## src/source/link_format_pkg.sv

```systemverilog
/*
  Serial link data format
  Widths, sizes and vector types shared by the framing logic and the FIFOs
*/
package link_format_pkg;

  ////////////////////////////////////////////////////////////
  // PHY geometry
  ////////////////////////////////////////////////////////////

  localparam int NumChannels  = 2;
  localparam int NumLanes     = 8;
  // Double data rate, two bits per lane and clock
  localparam int BeatsPerLane = 2;
  localparam int PhyWidth     = NumLanes * BeatsPerLane;

  ////////////////////////////////////////////////////////////
  // Payload framing and buffering
  ////////////////////////////////////////////////////////////

  localparam int PayloadWidth  = 128;
  localparam int PayloadSplits = 4;
  localparam int RecvFifoDepth = 4;
  localparam int RawFifoDepth  = 8;

  // One channel word per beat
  typedef logic [PhyWidth-1:0] phy_data_t;
  // All channels of one beat, channel 0 in the low half
  typedef logic [NumChannels*PhyWidth-1:0] phy_beat_t;
  // Beat 0 sits in the low bits
  typedef logic [PayloadWidth-1:0] payload_t;
  // Raw FIFO usage, 0 up to RawFifoDepth
  typedef logic [$clog2(RawFifoDepth):0] raw_fill_t;

endpackage

```

## src/source/link_ctrl_pkg.sv

```systemverilog
/*
  Serial link control encodings
  Send FSM states and channel select and mask types
*/
package link_ctrl_pkg;

  // Producer framing FSM
  typedef enum logic {
    LinkSendIdle,
    LinkSendBusy
  } link_send_state_e;

  // Index of a single channel
  typedef logic [$clog2(link_format_pkg::NumChannels)-1:0] chan_sel_t;
  // One bit per channel
  typedef logic [link_format_pkg::NumChannels-1:0] chan_mask_t;

endpackage

```

## src/source/link_fifo.sv

```systemverilog
/*
  Link FIFO
  Synchronous circular buffer with flush, full, empty and usage count
*/
`timescale 1ns/1ps

module link_fifo #(
  parameter int DataWidth = 32,
  parameter int Depth     = 4
) (
  input  logic                      clk_i,
  input  logic                      arst_n_i,
  input  logic                      flush_i,
  input  logic                      push_i,
  input  logic [DataWidth-1:0]      data_i,
  input  logic                      pop_i,
  output logic [DataWidth-1:0]      data_o,
  output logic                      full_o,
  output logic                      empty_o,
  output logic [$clog2(Depth):0]    usage_o
);

  localparam int AddrWidth = (Depth > 1) ? $clog2(Depth) : 1;

  logic [DataWidth-1:0]   mem_q [Depth];
  logic [AddrWidth-1:0]   rd_ptr_q, wr_ptr_q;
  logic [$clog2(Depth):0] count_q;
  logic                   do_push, do_pop;

  // Pointer advance with wrap for any depth
  function automatic logic [AddrWidth-1:0] next_ptr(input logic [AddrWidth-1:0] ptr);
    if (ptr == AddrWidth'(Depth - 1)) begin
      return '0;
    end
    return ptr + 1'b1;
  endfunction

  assign full_o  = (count_q == ($clog2(Depth)+1)'(Depth));
  assign empty_o = (count_q == '0);
  assign usage_o = count_q;
  // Head word, only meaningful while not empty
  assign data_o  = mem_q[rd_ptr_q];

  assign do_push = push_i & ~full_o & ~flush_i;
  assign do_pop  = pop_i & ~empty_o & ~flush_i;

  ////////////////////////////////////////////////////////////
  // Pointers and count
  ////////////////////////////////////////////////////////////

  always_ff @(posedge clk_i or negedge arst_n_i) begin
    if (!arst_n_i) begin
      rd_ptr_q <= '0;
      wr_ptr_q <= '0;
      count_q  <= '0;
    end else if (flush_i) begin
      rd_ptr_q <= '0;
      wr_ptr_q <= '0;
      count_q  <= '0;
    end else begin
      if (do_push) begin
        wr_ptr_q <= next_ptr(wr_ptr_q);
      end
      if (do_pop) begin
        rd_ptr_q <= next_ptr(rd_ptr_q);
      end
      // Simultaneous push and pop leaves the count alone
      if (do_push && !do_pop) begin
        count_q <= count_q + 1'b1;
      end else if (do_pop && !do_push) begin
        count_q <= count_q - 1'b1;
      end
    end
  end

  // Storage
  always_ff @(posedge clk_i) begin
    if (do_push) begin
      mem_q[wr_ptr_q] <= data_i;
    end
  end

endmodule

```

## src/source/link_rx.sv

```systemverilog
/*
  Link consumer
  Aligns channel beats through a flow-control FIFO and reassembles payloads,
  with direct channel reads in calibration mode
*/
`timescale 1ns/1ps

module link_rx (
  input  logic                        clk_i,
  input  logic                        arst_n_i,
  input  link_format_pkg::phy_beat_t  data_in_i,
  input  link_ctrl_pkg::chan_mask_t   data_in_valid_i,
  output link_ctrl_pkg::chan_mask_t   data_in_ready_o,
  output link_format_pkg::payload_t   payload_out_data_o,
  output logic                        payload_out_valid_o,
  input  logic                        payload_out_ready_i,
  input  logic                        raw_mode_en_i,
  input  link_ctrl_pkg::chan_sel_t    raw_in_sel_i,
  output link_format_pkg::phy_data_t  raw_in_data_o,
  output link_ctrl_pkg::chan_mask_t   raw_in_valid_o,
  input  logic                        raw_in_ready_i,
  input  logic                        flow_clear_i
);

  // Incoming beat split per channel
  link_format_pkg::phy_data_t [link_format_pkg::NumChannels-1:0] chan_words;

  link_format_pkg::phy_beat_t flow_head;
  logic flow_full, flow_empty, flow_push, flow_pop;

  // Assembly slots, beat 0 lands in the low bits of the payload
  link_format_pkg::phy_beat_t [link_format_pkg::PayloadSplits-1:0] slot_q;
  logic [link_format_pkg::PayloadSplits-1:0] slot_full_q, slot_full_d;
  logic [$clog2(link_format_pkg::PayloadSplits)-1:0] wr_idx_q, wr_idx_d;
  logic slot_we, payload_take;

  assign chan_words         = data_in_i;
  assign payload_out_data_o = slot_q;

  ////////////////////////////////////////////////////////////
  // Flow-control buffer
  ////////////////////////////////////////////////////////////

  link_fifo #(
    .DataWidth ( $bits(link_format_pkg::phy_beat_t) ),
    .Depth     ( link_format_pkg::RecvFifoDepth     )
  ) i_flow_fifo (
    .clk_i    ( clk_i        ),
    .arst_n_i ( arst_n_i     ),
    .flush_i  ( flow_clear_i ),
    .push_i   ( flow_push    ),
    .data_i   ( data_in_i    ),
    .pop_i    ( flow_pop     ),
    .data_o   ( flow_head    ),
    .full_o   ( flow_full    ),
    .empty_o  ( flow_empty   ),
    .usage_o  (              )
  );

  ////////////////////////////////////////////////////////////
  // Alignment, assembly and raw access
  ////////////////////////////////////////////////////////////

  always_comb begin
    data_in_ready_o     = '0;
    raw_in_data_o       = '0;
    raw_in_valid_o      = '0;
    flow_push           = 1'b0;
    payload_out_valid_o = 1'b0;
    payload_take        = 1'b0;
    slot_we             = 1'b0;
    wr_idx_d            = wr_idx_q;

    if (raw_mode_en_i) begin
      raw_in_valid_o = data_in_valid_i;
      // Read strobe pops only the selected channel
      if (raw_in_ready_i && data_in_valid_i[raw_in_sel_i]) begin
        data_in_ready_o[raw_in_sel_i] = 1'b1;
        raw_in_data_o                 = chan_words[raw_in_sel_i];
      end
    end else begin
      // Channels move together once all of them hold a word
      flow_push       = (&data_in_valid_i) & ~flow_full;
      data_in_ready_o = {link_format_pkg::NumChannels{flow_push}};

      payload_out_valid_o = &slot_full_q;
      payload_take        = payload_out_valid_o & payload_out_ready_i;

      // A slot freed by this cycle's handshake may be refilled right away
      if (!flow_empty && (!slot_full_q[wr_idx_q] || payload_take)) begin
        slot_we  = 1'b1;
        wr_idx_d = wr_idx_q + 1'b1;
      end
    end
  end

  assign flow_pop = slot_we;

  always_comb begin
    slot_full_d = slot_full_q;
    if (payload_take) begin
      slot_full_d = '0;
    end
    if (slot_we) begin
      slot_full_d[wr_idx_q] = 1'b1;
    end
  end

  // Clearing the flow path also drops a partial assembly
  always_ff @(posedge clk_i or negedge arst_n_i) begin
    if (!arst_n_i) begin
      slot_full_q <= '0;
      wr_idx_q    <= '0;
    end else if (flow_clear_i) begin
      slot_full_q <= '0;
      wr_idx_q    <= '0;
    end else begin
      slot_full_q <= slot_full_d;
      wr_idx_q    <= wr_idx_d;
    end
  end

  always_ff @(posedge clk_i) begin
    if (slot_we) begin
      slot_q[wr_idx_q] <= flow_head;
    end
  end

endmodule

```

## src/source/link_tx.sv

```systemverilog
/*
  Link producer
  Splits each payload into channel beats, or sends buffered raw words
  to a mask of channels in calibration mode
*/
`timescale 1ns/1ps

module link_tx (
  input  logic                        clk_i,
  input  logic                        arst_n_i,
  input  link_format_pkg::payload_t   payload_in_data_i,
  input  logic                        payload_in_valid_i,
  output logic                        payload_in_ready_o,
  output link_format_pkg::phy_beat_t  data_out_o,
  output link_ctrl_pkg::chan_mask_t   data_out_valid_o,
  input  logic                        data_out_ready_i,
  input  logic                        raw_mode_en_i,
  input  link_format_pkg::phy_data_t  raw_out_data_i,
  input  logic                        raw_out_valid_i,
  input  logic                        raw_out_en_i,
  input  link_ctrl_pkg::chan_mask_t   raw_out_mask_i,
  input  logic                        raw_out_clear_i,
  output link_format_pkg::raw_fill_t  raw_out_fill_o,
  output logic                        raw_out_full_o
);

  link_ctrl_pkg::link_send_state_e state_q, state_d;
  logic [$clog2(link_format_pkg::PayloadSplits)-1:0] beat_idx_q, beat_idx_d;
  logic last_beat;

  // Payload viewed as an array of beats
  link_format_pkg::phy_beat_t [link_format_pkg::PayloadSplits-1:0] payload_beats;

  link_format_pkg::phy_data_t raw_head;
  logic raw_full, raw_empty, raw_push, raw_pop;

  assign payload_beats = payload_in_data_i;
  assign last_beat     = (int'(beat_idx_q) == link_format_pkg::PayloadSplits - 1);

  ////////////////////////////////////////////////////////////
  // Raw word buffer
  ////////////////////////////////////////////////////////////

  // Pushes on a full buffer are dropped
  assign raw_push       = raw_out_valid_i & ~raw_full;
  assign raw_out_full_o = raw_full;

  link_fifo #(
    .DataWidth ( link_format_pkg::PhyWidth     ),
    .Depth     ( link_format_pkg::RawFifoDepth )
  ) i_raw_fifo (
    .clk_i    ( clk_i           ),
    .arst_n_i ( arst_n_i        ),
    .flush_i  ( raw_out_clear_i ),
    .push_i   ( raw_push        ),
    .data_i   ( raw_out_data_i  ),
    .pop_i    ( raw_pop         ),
    .data_o   ( raw_head        ),
    .full_o   ( raw_full        ),
    .empty_o  ( raw_empty       ),
    .usage_o  ( raw_out_fill_o  )
  );

  ////////////////////////////////////////////////////////////
  // Framing FSM
  ////////////////////////////////////////////////////////////

  always_comb begin
    state_d            = state_q;
    beat_idx_d         = beat_idx_q;
    payload_in_ready_o = 1'b0;
    data_out_o         = '0;
    data_out_valid_o   = '0;
    raw_pop            = 1'b0;

    if (raw_mode_en_i) begin
      // Same word on every channel, the mask picks who sends it
      if (raw_out_en_i && !raw_empty) begin
        data_out_valid_o = raw_out_mask_i;
        data_out_o       = {link_format_pkg::NumChannels{raw_head}};
        raw_pop          = data_out_ready_i;
      end
    end else begin
      unique case (state_q)
        link_ctrl_pkg::LinkSendIdle: begin
          // Beat 0 goes out straight from the input
          if (payload_in_valid_i) begin
            data_out_valid_o = '1;
            data_out_o       = payload_beats[beat_idx_q];
            if (data_out_ready_i) begin
              state_d    = link_ctrl_pkg::LinkSendBusy;
              beat_idx_d = beat_idx_q + 1'b1;
            end
          end
        end
        link_ctrl_pkg::LinkSendBusy: begin
          data_out_valid_o = '1;
          data_out_o       = payload_beats[beat_idx_q];
          if (data_out_ready_i) begin
            if (last_beat) begin
              payload_in_ready_o = 1'b1;
              state_d            = link_ctrl_pkg::LinkSendIdle;
              beat_idx_d         = '0;
            end else begin
              beat_idx_d = beat_idx_q + 1'b1;
            end
          end
        end
        default: state_d = link_ctrl_pkg::LinkSendIdle;
      endcase
    end
  end

  always_ff @(posedge clk_i or negedge arst_n_i) begin
    if (!arst_n_i) begin
      state_q    <= link_ctrl_pkg::LinkSendIdle;
      beat_idx_q <= '0;
    end else begin
      state_q    <= state_d;
      beat_idx_q <= beat_idx_d;
    end
  end

endmodule

```

## src/source/serial_link_data_link.sv

```systemverilog
/*
  Serial link data link layer
  Payload streams on one side, PHY channels on the other
*/
`timescale 1ns/1ps

module serial_link_data_link (
  input  logic                        clk_i,
  input  logic                        arst_n_i,
  // Payload streams
  input  link_format_pkg::payload_t   payload_in_data_i,
  input  logic                        payload_in_valid_i,
  output logic                        payload_in_ready_o,
  output link_format_pkg::payload_t   payload_out_data_o,
  output logic                        payload_out_valid_o,
  input  logic                        payload_out_ready_i,
  // PHY channels
  output link_format_pkg::phy_beat_t  data_out_o,
  output link_ctrl_pkg::chan_mask_t   data_out_valid_o,
  input  logic                        data_out_ready_i,
  input  link_format_pkg::phy_beat_t  data_in_i,
  input  link_ctrl_pkg::chan_mask_t   data_in_valid_i,
  output link_ctrl_pkg::chan_mask_t   data_in_ready_o,
  // Calibration and flow control
  input  logic                        cfg_raw_mode_en_i,
  input  link_format_pkg::phy_data_t  cfg_raw_out_data_i,
  input  logic                        cfg_raw_out_valid_i,
  input  logic                        cfg_raw_out_en_i,
  input  link_ctrl_pkg::chan_mask_t   cfg_raw_out_mask_i,
  input  logic                        cfg_raw_out_clear_i,
  output link_format_pkg::raw_fill_t  cfg_raw_out_fill_o,
  output logic                        cfg_raw_out_full_o,
  input  link_ctrl_pkg::chan_sel_t    cfg_raw_in_sel_i,
  output link_format_pkg::phy_data_t  cfg_raw_in_data_o,
  output link_ctrl_pkg::chan_mask_t   cfg_raw_in_valid_o,
  input  logic                        cfg_raw_in_ready_i,
  input  logic                        cfg_flow_clear_i
);

  link_tx i_link_tx (
    .clk_i              ( clk_i               ),
    .arst_n_i           ( arst_n_i            ),
    .payload_in_data_i  ( payload_in_data_i   ),
    .payload_in_valid_i ( payload_in_valid_i  ),
    .payload_in_ready_o ( payload_in_ready_o  ),
    .data_out_o         ( data_out_o          ),
    .data_out_valid_o   ( data_out_valid_o    ),
    .data_out_ready_i   ( data_out_ready_i    ),
    .raw_mode_en_i      ( cfg_raw_mode_en_i   ),
    .raw_out_data_i     ( cfg_raw_out_data_i  ),
    .raw_out_valid_i    ( cfg_raw_out_valid_i ),
    .raw_out_en_i       ( cfg_raw_out_en_i    ),
    .raw_out_mask_i     ( cfg_raw_out_mask_i  ),
    .raw_out_clear_i    ( cfg_raw_out_clear_i ),
    .raw_out_fill_o     ( cfg_raw_out_fill_o  ),
    .raw_out_full_o     ( cfg_raw_out_full_o  )
  );

  link_rx i_link_rx (
    .clk_i               ( clk_i               ),
    .arst_n_i            ( arst_n_i            ),
    .data_in_i           ( data_in_i           ),
    .data_in_valid_i     ( data_in_valid_i     ),
    .data_in_ready_o     ( data_in_ready_o     ),
    .payload_out_data_o  ( payload_out_data_o  ),
    .payload_out_valid_o ( payload_out_valid_o ),
    .payload_out_ready_i ( payload_out_ready_i ),
    .raw_mode_en_i       ( cfg_raw_mode_en_i   ),
    .raw_in_sel_i        ( cfg_raw_in_sel_i    ),
    .raw_in_data_o       ( cfg_raw_in_data_o   ),
    .raw_in_valid_o      ( cfg_raw_in_valid_o  ),
    .raw_in_ready_i      ( cfg_raw_in_ready_i  ),
    .flow_clear_i        ( cfg_flow_clear_i    )
  );

endmodule

```

## config.mk

```make
export PLATFORM = sky130hd
export DESIGN_NAME = serial_link_data_link
export DESIGN_NICKNAME = d
export VERILOG_FILES = /design/src/source/link_format_pkg.sv /design/src/source/link_ctrl_pkg.sv /design/src/source/link_fifo.sv /design/src/source/link_rx.sv /design/src/source/link_tx.sv /design/src/source/serial_link_data_link.sv
export SDC_FILE = /design/constraint.sdc
export NUM_CORES = 1
export LEC_CHECK = 0
export BUFFER_PORTS_ARGS = -buffer_cell sky130_fd_sc_hd__buf_2
export CORE_UTILIZATION = 58
export DETAILED_ROUTE_END_ITERATION = 12
export MAX_ROUTING_LAYER = met4
export PLACE_DENSITY = 0.83
export SLEW_MARGIN = 5
export SYNTH_ARGS = -nofsm -noshare
export SYNTH_HDL_FRONTEND = slang
export SYNTH_HIERARCHICAL = 1
export SYNTH_SLANG_ARGS = --single-unit
```

## constraint.sdc

```tcl
create_clock -name clk_i -period 9.2 [get_ports clk_i]
set_input_delay 2.3 -clock clk_i [delete_from_list [all_inputs] [get_ports clk_i]]
set_output_delay 2.3 -clock clk_i [all_outputs]
set_load 0.03 [all_outputs]
```

==> results.sh <==
export IMPL_synth_xor_area_share_pct=0.1539
export IMPL_cts_tree="yes"
export IMPL_power_density_nw_per_um2=242.1
export IMPL_cp_top_family="compound AO/OA/AOI/OAI gates"
export IMPL_ant_nets=0
export IMPL_drt_total_wl_um=41340
export IMPL_synth_compound_area_share_pct=4.801
export IMPL_yosys_area_share_adder_pct=1.407
export IMPL_route_detailed_drc=0
export IMPL_antenna_found_initial=6
export IMPL_rsz0062_at_grt="false"
export IMPL_rows=62
export IMPL_ir_drop_mv=0.1941
export IMPL_synth_top_family_by_area="multiplexers"
export IMPL_synth_edf_count=384
export IMPL_grt_max_degree=62
export IMPL_io_buffers=380
export IMPL_cp_common_cell="buf_2"
export IMPL_holdBufCountCts=0
export IMPL_tns_ns=0
export IMPL_core_area_sq_um=28860
export IMPL_grt_pass1_vias=10110
export IMPL_start_util_pct=59.16
export IMPL_fin_skew_ns=0.02453
export IMPL_yosysSeqAreaShare_pct=71.36
export IMPL_hold_path_class="reg2reg"
export IMPL_grt_pass1_wl_um=60860
export IMPL_maxCapViolCount=0
export IMPL_synth_main_ff_cell="edfxtp_1"
export IMPL_critPathCaptureType="output port"
export IMPL_area_growth_pct=19.56
export IMPL_clock_sinks=410
export IMPL_synth_top_area_cell="edfxtp_1"
export IMPL_first_iter_violations=1086
export IMPL_final_fill_count=1807
export IMPL_drive_above_1_share_pct=42.91
export IMPL_cts_setup_buffers=0
export IMPL_path_class="in2out"
export IMPL_via_per_inst=6.023
export IMPL_crit_chain="buf_2 -> o21bai_4 -> nor2_2 -> buf_4 -> a221o_1 -> buf_2"
export IMPL_finalCritPeriodShare_pct=69.72
export IMPL_final_core_util_pct=70.73
export IMPL_synth_nets=1099
export IMPL_nNetsFinal=1481
export IMPL_worst_pin_slew_ns=1.137
export IMPL_synth_top_area_share_pct=67.55
export IMPL_dieArea_sq_um=30120
export IMPL_async_reset_ff_share_pct=6.341
export IMPL_synthSimpleGateAreaFrac_pct=4.383
export IMPL_clk_pin_slew_worst_paths_ns=0.06
export IMPL_min_period_ns=6.415
export IMPL_finalMaxSlewViolations=0
export IMPL_crit_buf_inv=3
export IMPL_drt_wirelength_per_cell_um=24.49
export IMPL_synth_area_leaders="edfxtp_1 (68%), mux4_2 (7.3%), dfrtp_1 (3.8%)"
export IMPL_cts_buffer_depth=3
export IMPL_maxSlewHeadroom_pct=24.14
export IMPL_cts_inserted_buffers=39
export IMPL_synth_cell_types=72
export IMPL_synthCells=889
export IMPL_place_congestion=0.8794
export IMPL_synth_mux_area_share_pct=14.67
export IMPL_cts_resized=0
export IMPL_die_w_um=173.6
export IMPL_startpoint_type="primary input"
export IMPL_setup_viol=0
export IMPL_drt_pass1_iter_count=5
export IMPL_synth_seq_cells=410
export IMPL_via_count=10170
export IMPL_worstPathArrival_ns=4.11
export IMPL_crit_fanout=35
export IMPL_hold_violations=0
export IMPL_dieHeight_um=173.6
export IMPL_cpMaxStageDelayCell="o21bai_4"
export IMPL_outcome="complete, no violations"
export IMPL_max_freq_ghz=0.1559
export IMPL_clk_latency_ns=0.54
export IMPL_grt_ovfl_total=0
export IMPL_synth_area_per_cell_sq_um=19.20
export IMPL_ios=381
export IMPL_grt_usage_pct=28.14
export IMPL_yosysWarnings=6
export IMPL_hold_worst_slack_ns=0.5486
export IMPL_leakage_nw=7.634
export IMPL_required_ns=6.90
export IMPL_cts_max_level=2
export IMPL_cp_slowest_stage_delay_ns=0.72
export IMPL_dp_hpwl_um=27350
export IMPL_clock_root_buffer="clkbuf_16"
export IMPL_synth_area_sq_um=17070
synth_stat cells, drive strengths merged (16+ instances only):
cell type and instances:
nand2 20, dfrtp 26, a22o 17, edfxtp 384, ha 16, mux4 64
mux2i 42, mux2 51, nor3 40, a221o 33, inv 23, nor2 23
buf 45
where the power goes:
part | switching, W | total (W) | internal (W)
sequential | 0.0000806 | 0.00223 | 0.00215
combinational | 0.000721 | 0.00115 | 0.000429
clock | 0.000664 | 0.00156 | 0.000899
total | 0.00147 | 0.00494 | 0.00348
worst min-delay path, delay by kind of cell (launching register included):
kind / cells / cell delay (ns)
AND/OR/NAND/NOR: 1 / 0.07
multiplexers: 1 / 0.08
flip-flops: 1 / 0.36
sequential cells by signal, summed over array words and instances, names as in the netlist:
| register | count |
|---|---|
| i_link_tx/i_raw_fifo/mem_q | 128 |
| i_link_tx/i_raw_fifo/wr_ptr_q | 3 |
| i_link_rx/i_flow_fifo/usage_o | 3 |
| i_link_rx/i_flow_fifo/wr_ptr_q | 2 |
| i_link_rx/wr_idx_q | 2 |
| i_link_rx/payload_out_data_o | 128 |
| i_link_tx/beat_idx_q | 2 |
| i_link_tx/state_q | 1 |
| i_link_rx/i_flow_fifo/mem_q | 128 |
| i_link_tx/i_raw_fifo/usage_o | 4 |
| i_link_rx/slot_full_q | 4 |
| i_link_tx/i_raw_fifo/rd_ptr_q | 3 |
| i_link_rx/i_flow_fifo/rd_ptr_q | 2 |
worst paths after layout:
path | from | endpoint | slack, ns | cells past startpoint
max | payload_in_valid_i | data_out_o[16] | 2.79 | 6
min | i_link_rx/i_flow_fifo/rd_ptr_q[1]$_DFFE_PN0P_ | i_link_rx/i_flow_fifo/rd_ptr_q[1]$_DFFE_PN0P_ | 0.55 | 2
max reg2reg | i_link_tx/i_raw_fifo/usage_o[3]$_DFFE_PN0P_ | i_link_tx/i_raw_fifo/mem_q[3][11]$_DFFE_PP_ | 5.69 | 7
min reg2reg | i_link_rx/i_flow_fifo/rd_ptr_q[1]$_DFFE_PN0P_ | i_link_rx/i_flow_fifo/rd_ptr_q[1]$_DFFE_PN0P_ | 0.55 | 2
max in group asynchronous | arst_n_i | i_link_tx/beat_idx_q[0]$_DFFE_PN0P_ | 6.91 | 1
min in group asynchronous | arst_n_i | i_link_tx/i_raw_fifo/wr_ptr_q[1]$_DFFE_PN0P_ | 1.80 | 1
area by class of cell:
cell class | instances | area (sq um) | share of cell area (%)
flip-flops and latches | 410 | 12190 | 59.71
clock buffers | 47 | 1006 | 4.929
inverters | 23 | 88.84 | 0.4352
well taps | 384 | 480.5 | 2.354
repair buffers | 395 | 2014 | 9.869
multi-input cells | 402 | 4375 | 21.44
diodes | 6 | 15.01 | 0.07356
clock inverters | 21 | 242.7 | 1.189
cell usage in the layout (no fill, tap or decap), types with 6 or more instances in the layout:
cell type,count
edfxtp_1,384
buf_2,380
mux4_2,55
mux2i_1,42
clkbuf_16,39
nor3_1,37
a221o_1,33
mux2_1,26
dfrtp_1,23
inv_1,22
nand2_1,20
a22o_1,17
ha_1,16
mux2_2,16
nor2_1,15
buf_4,15
a21oi_1,13
o21ai_0,9
mux2_4,9
mux4_1,9
clkbuf_1,8
nor2_2,8
clkinv_1,7
and2_1,7
nand2b_1,7
diode_2,6
per-layer routing:
layer | vias to the layer above | wire length (um) | GRT usage (%)
li1 | 4387 | - | -
met1 | 5097 | 15720 | 35.61
met2 | 595 | 20910 | 46.12
met3 | 88 | 3654 | 6.009
met4 | 0 | 1056 | 8.223
met5 | - | 0 | -
per-stage QoR:
stage,worst slack [ns],cell area [sq um],cells,total power (W)
2_1_floorplan,3.556,17070,889,0.003141
3_3_place_gp,2.895,19150,1614,0.003357
3_5_place_dp,2.821,19150,1614,0.003399
4_1_cts,2.804,20400,1682,0.004955
5_1_grt,2.668,20410,1688,0.005102
6_report,2.785,20410,1688,0.004941
cell families (layout without fill, tap and decap cells):
family	count (synthesis)	count (layout)
fa+ha+maj	18	18
mux	157	157
other cells	0	6
simple gates	131	131
xor+xnor	3	3
buf+inv	77	486
flops	410	410
compound gates	93	93
Note: power is estimated with default switching activity, not from simulation.
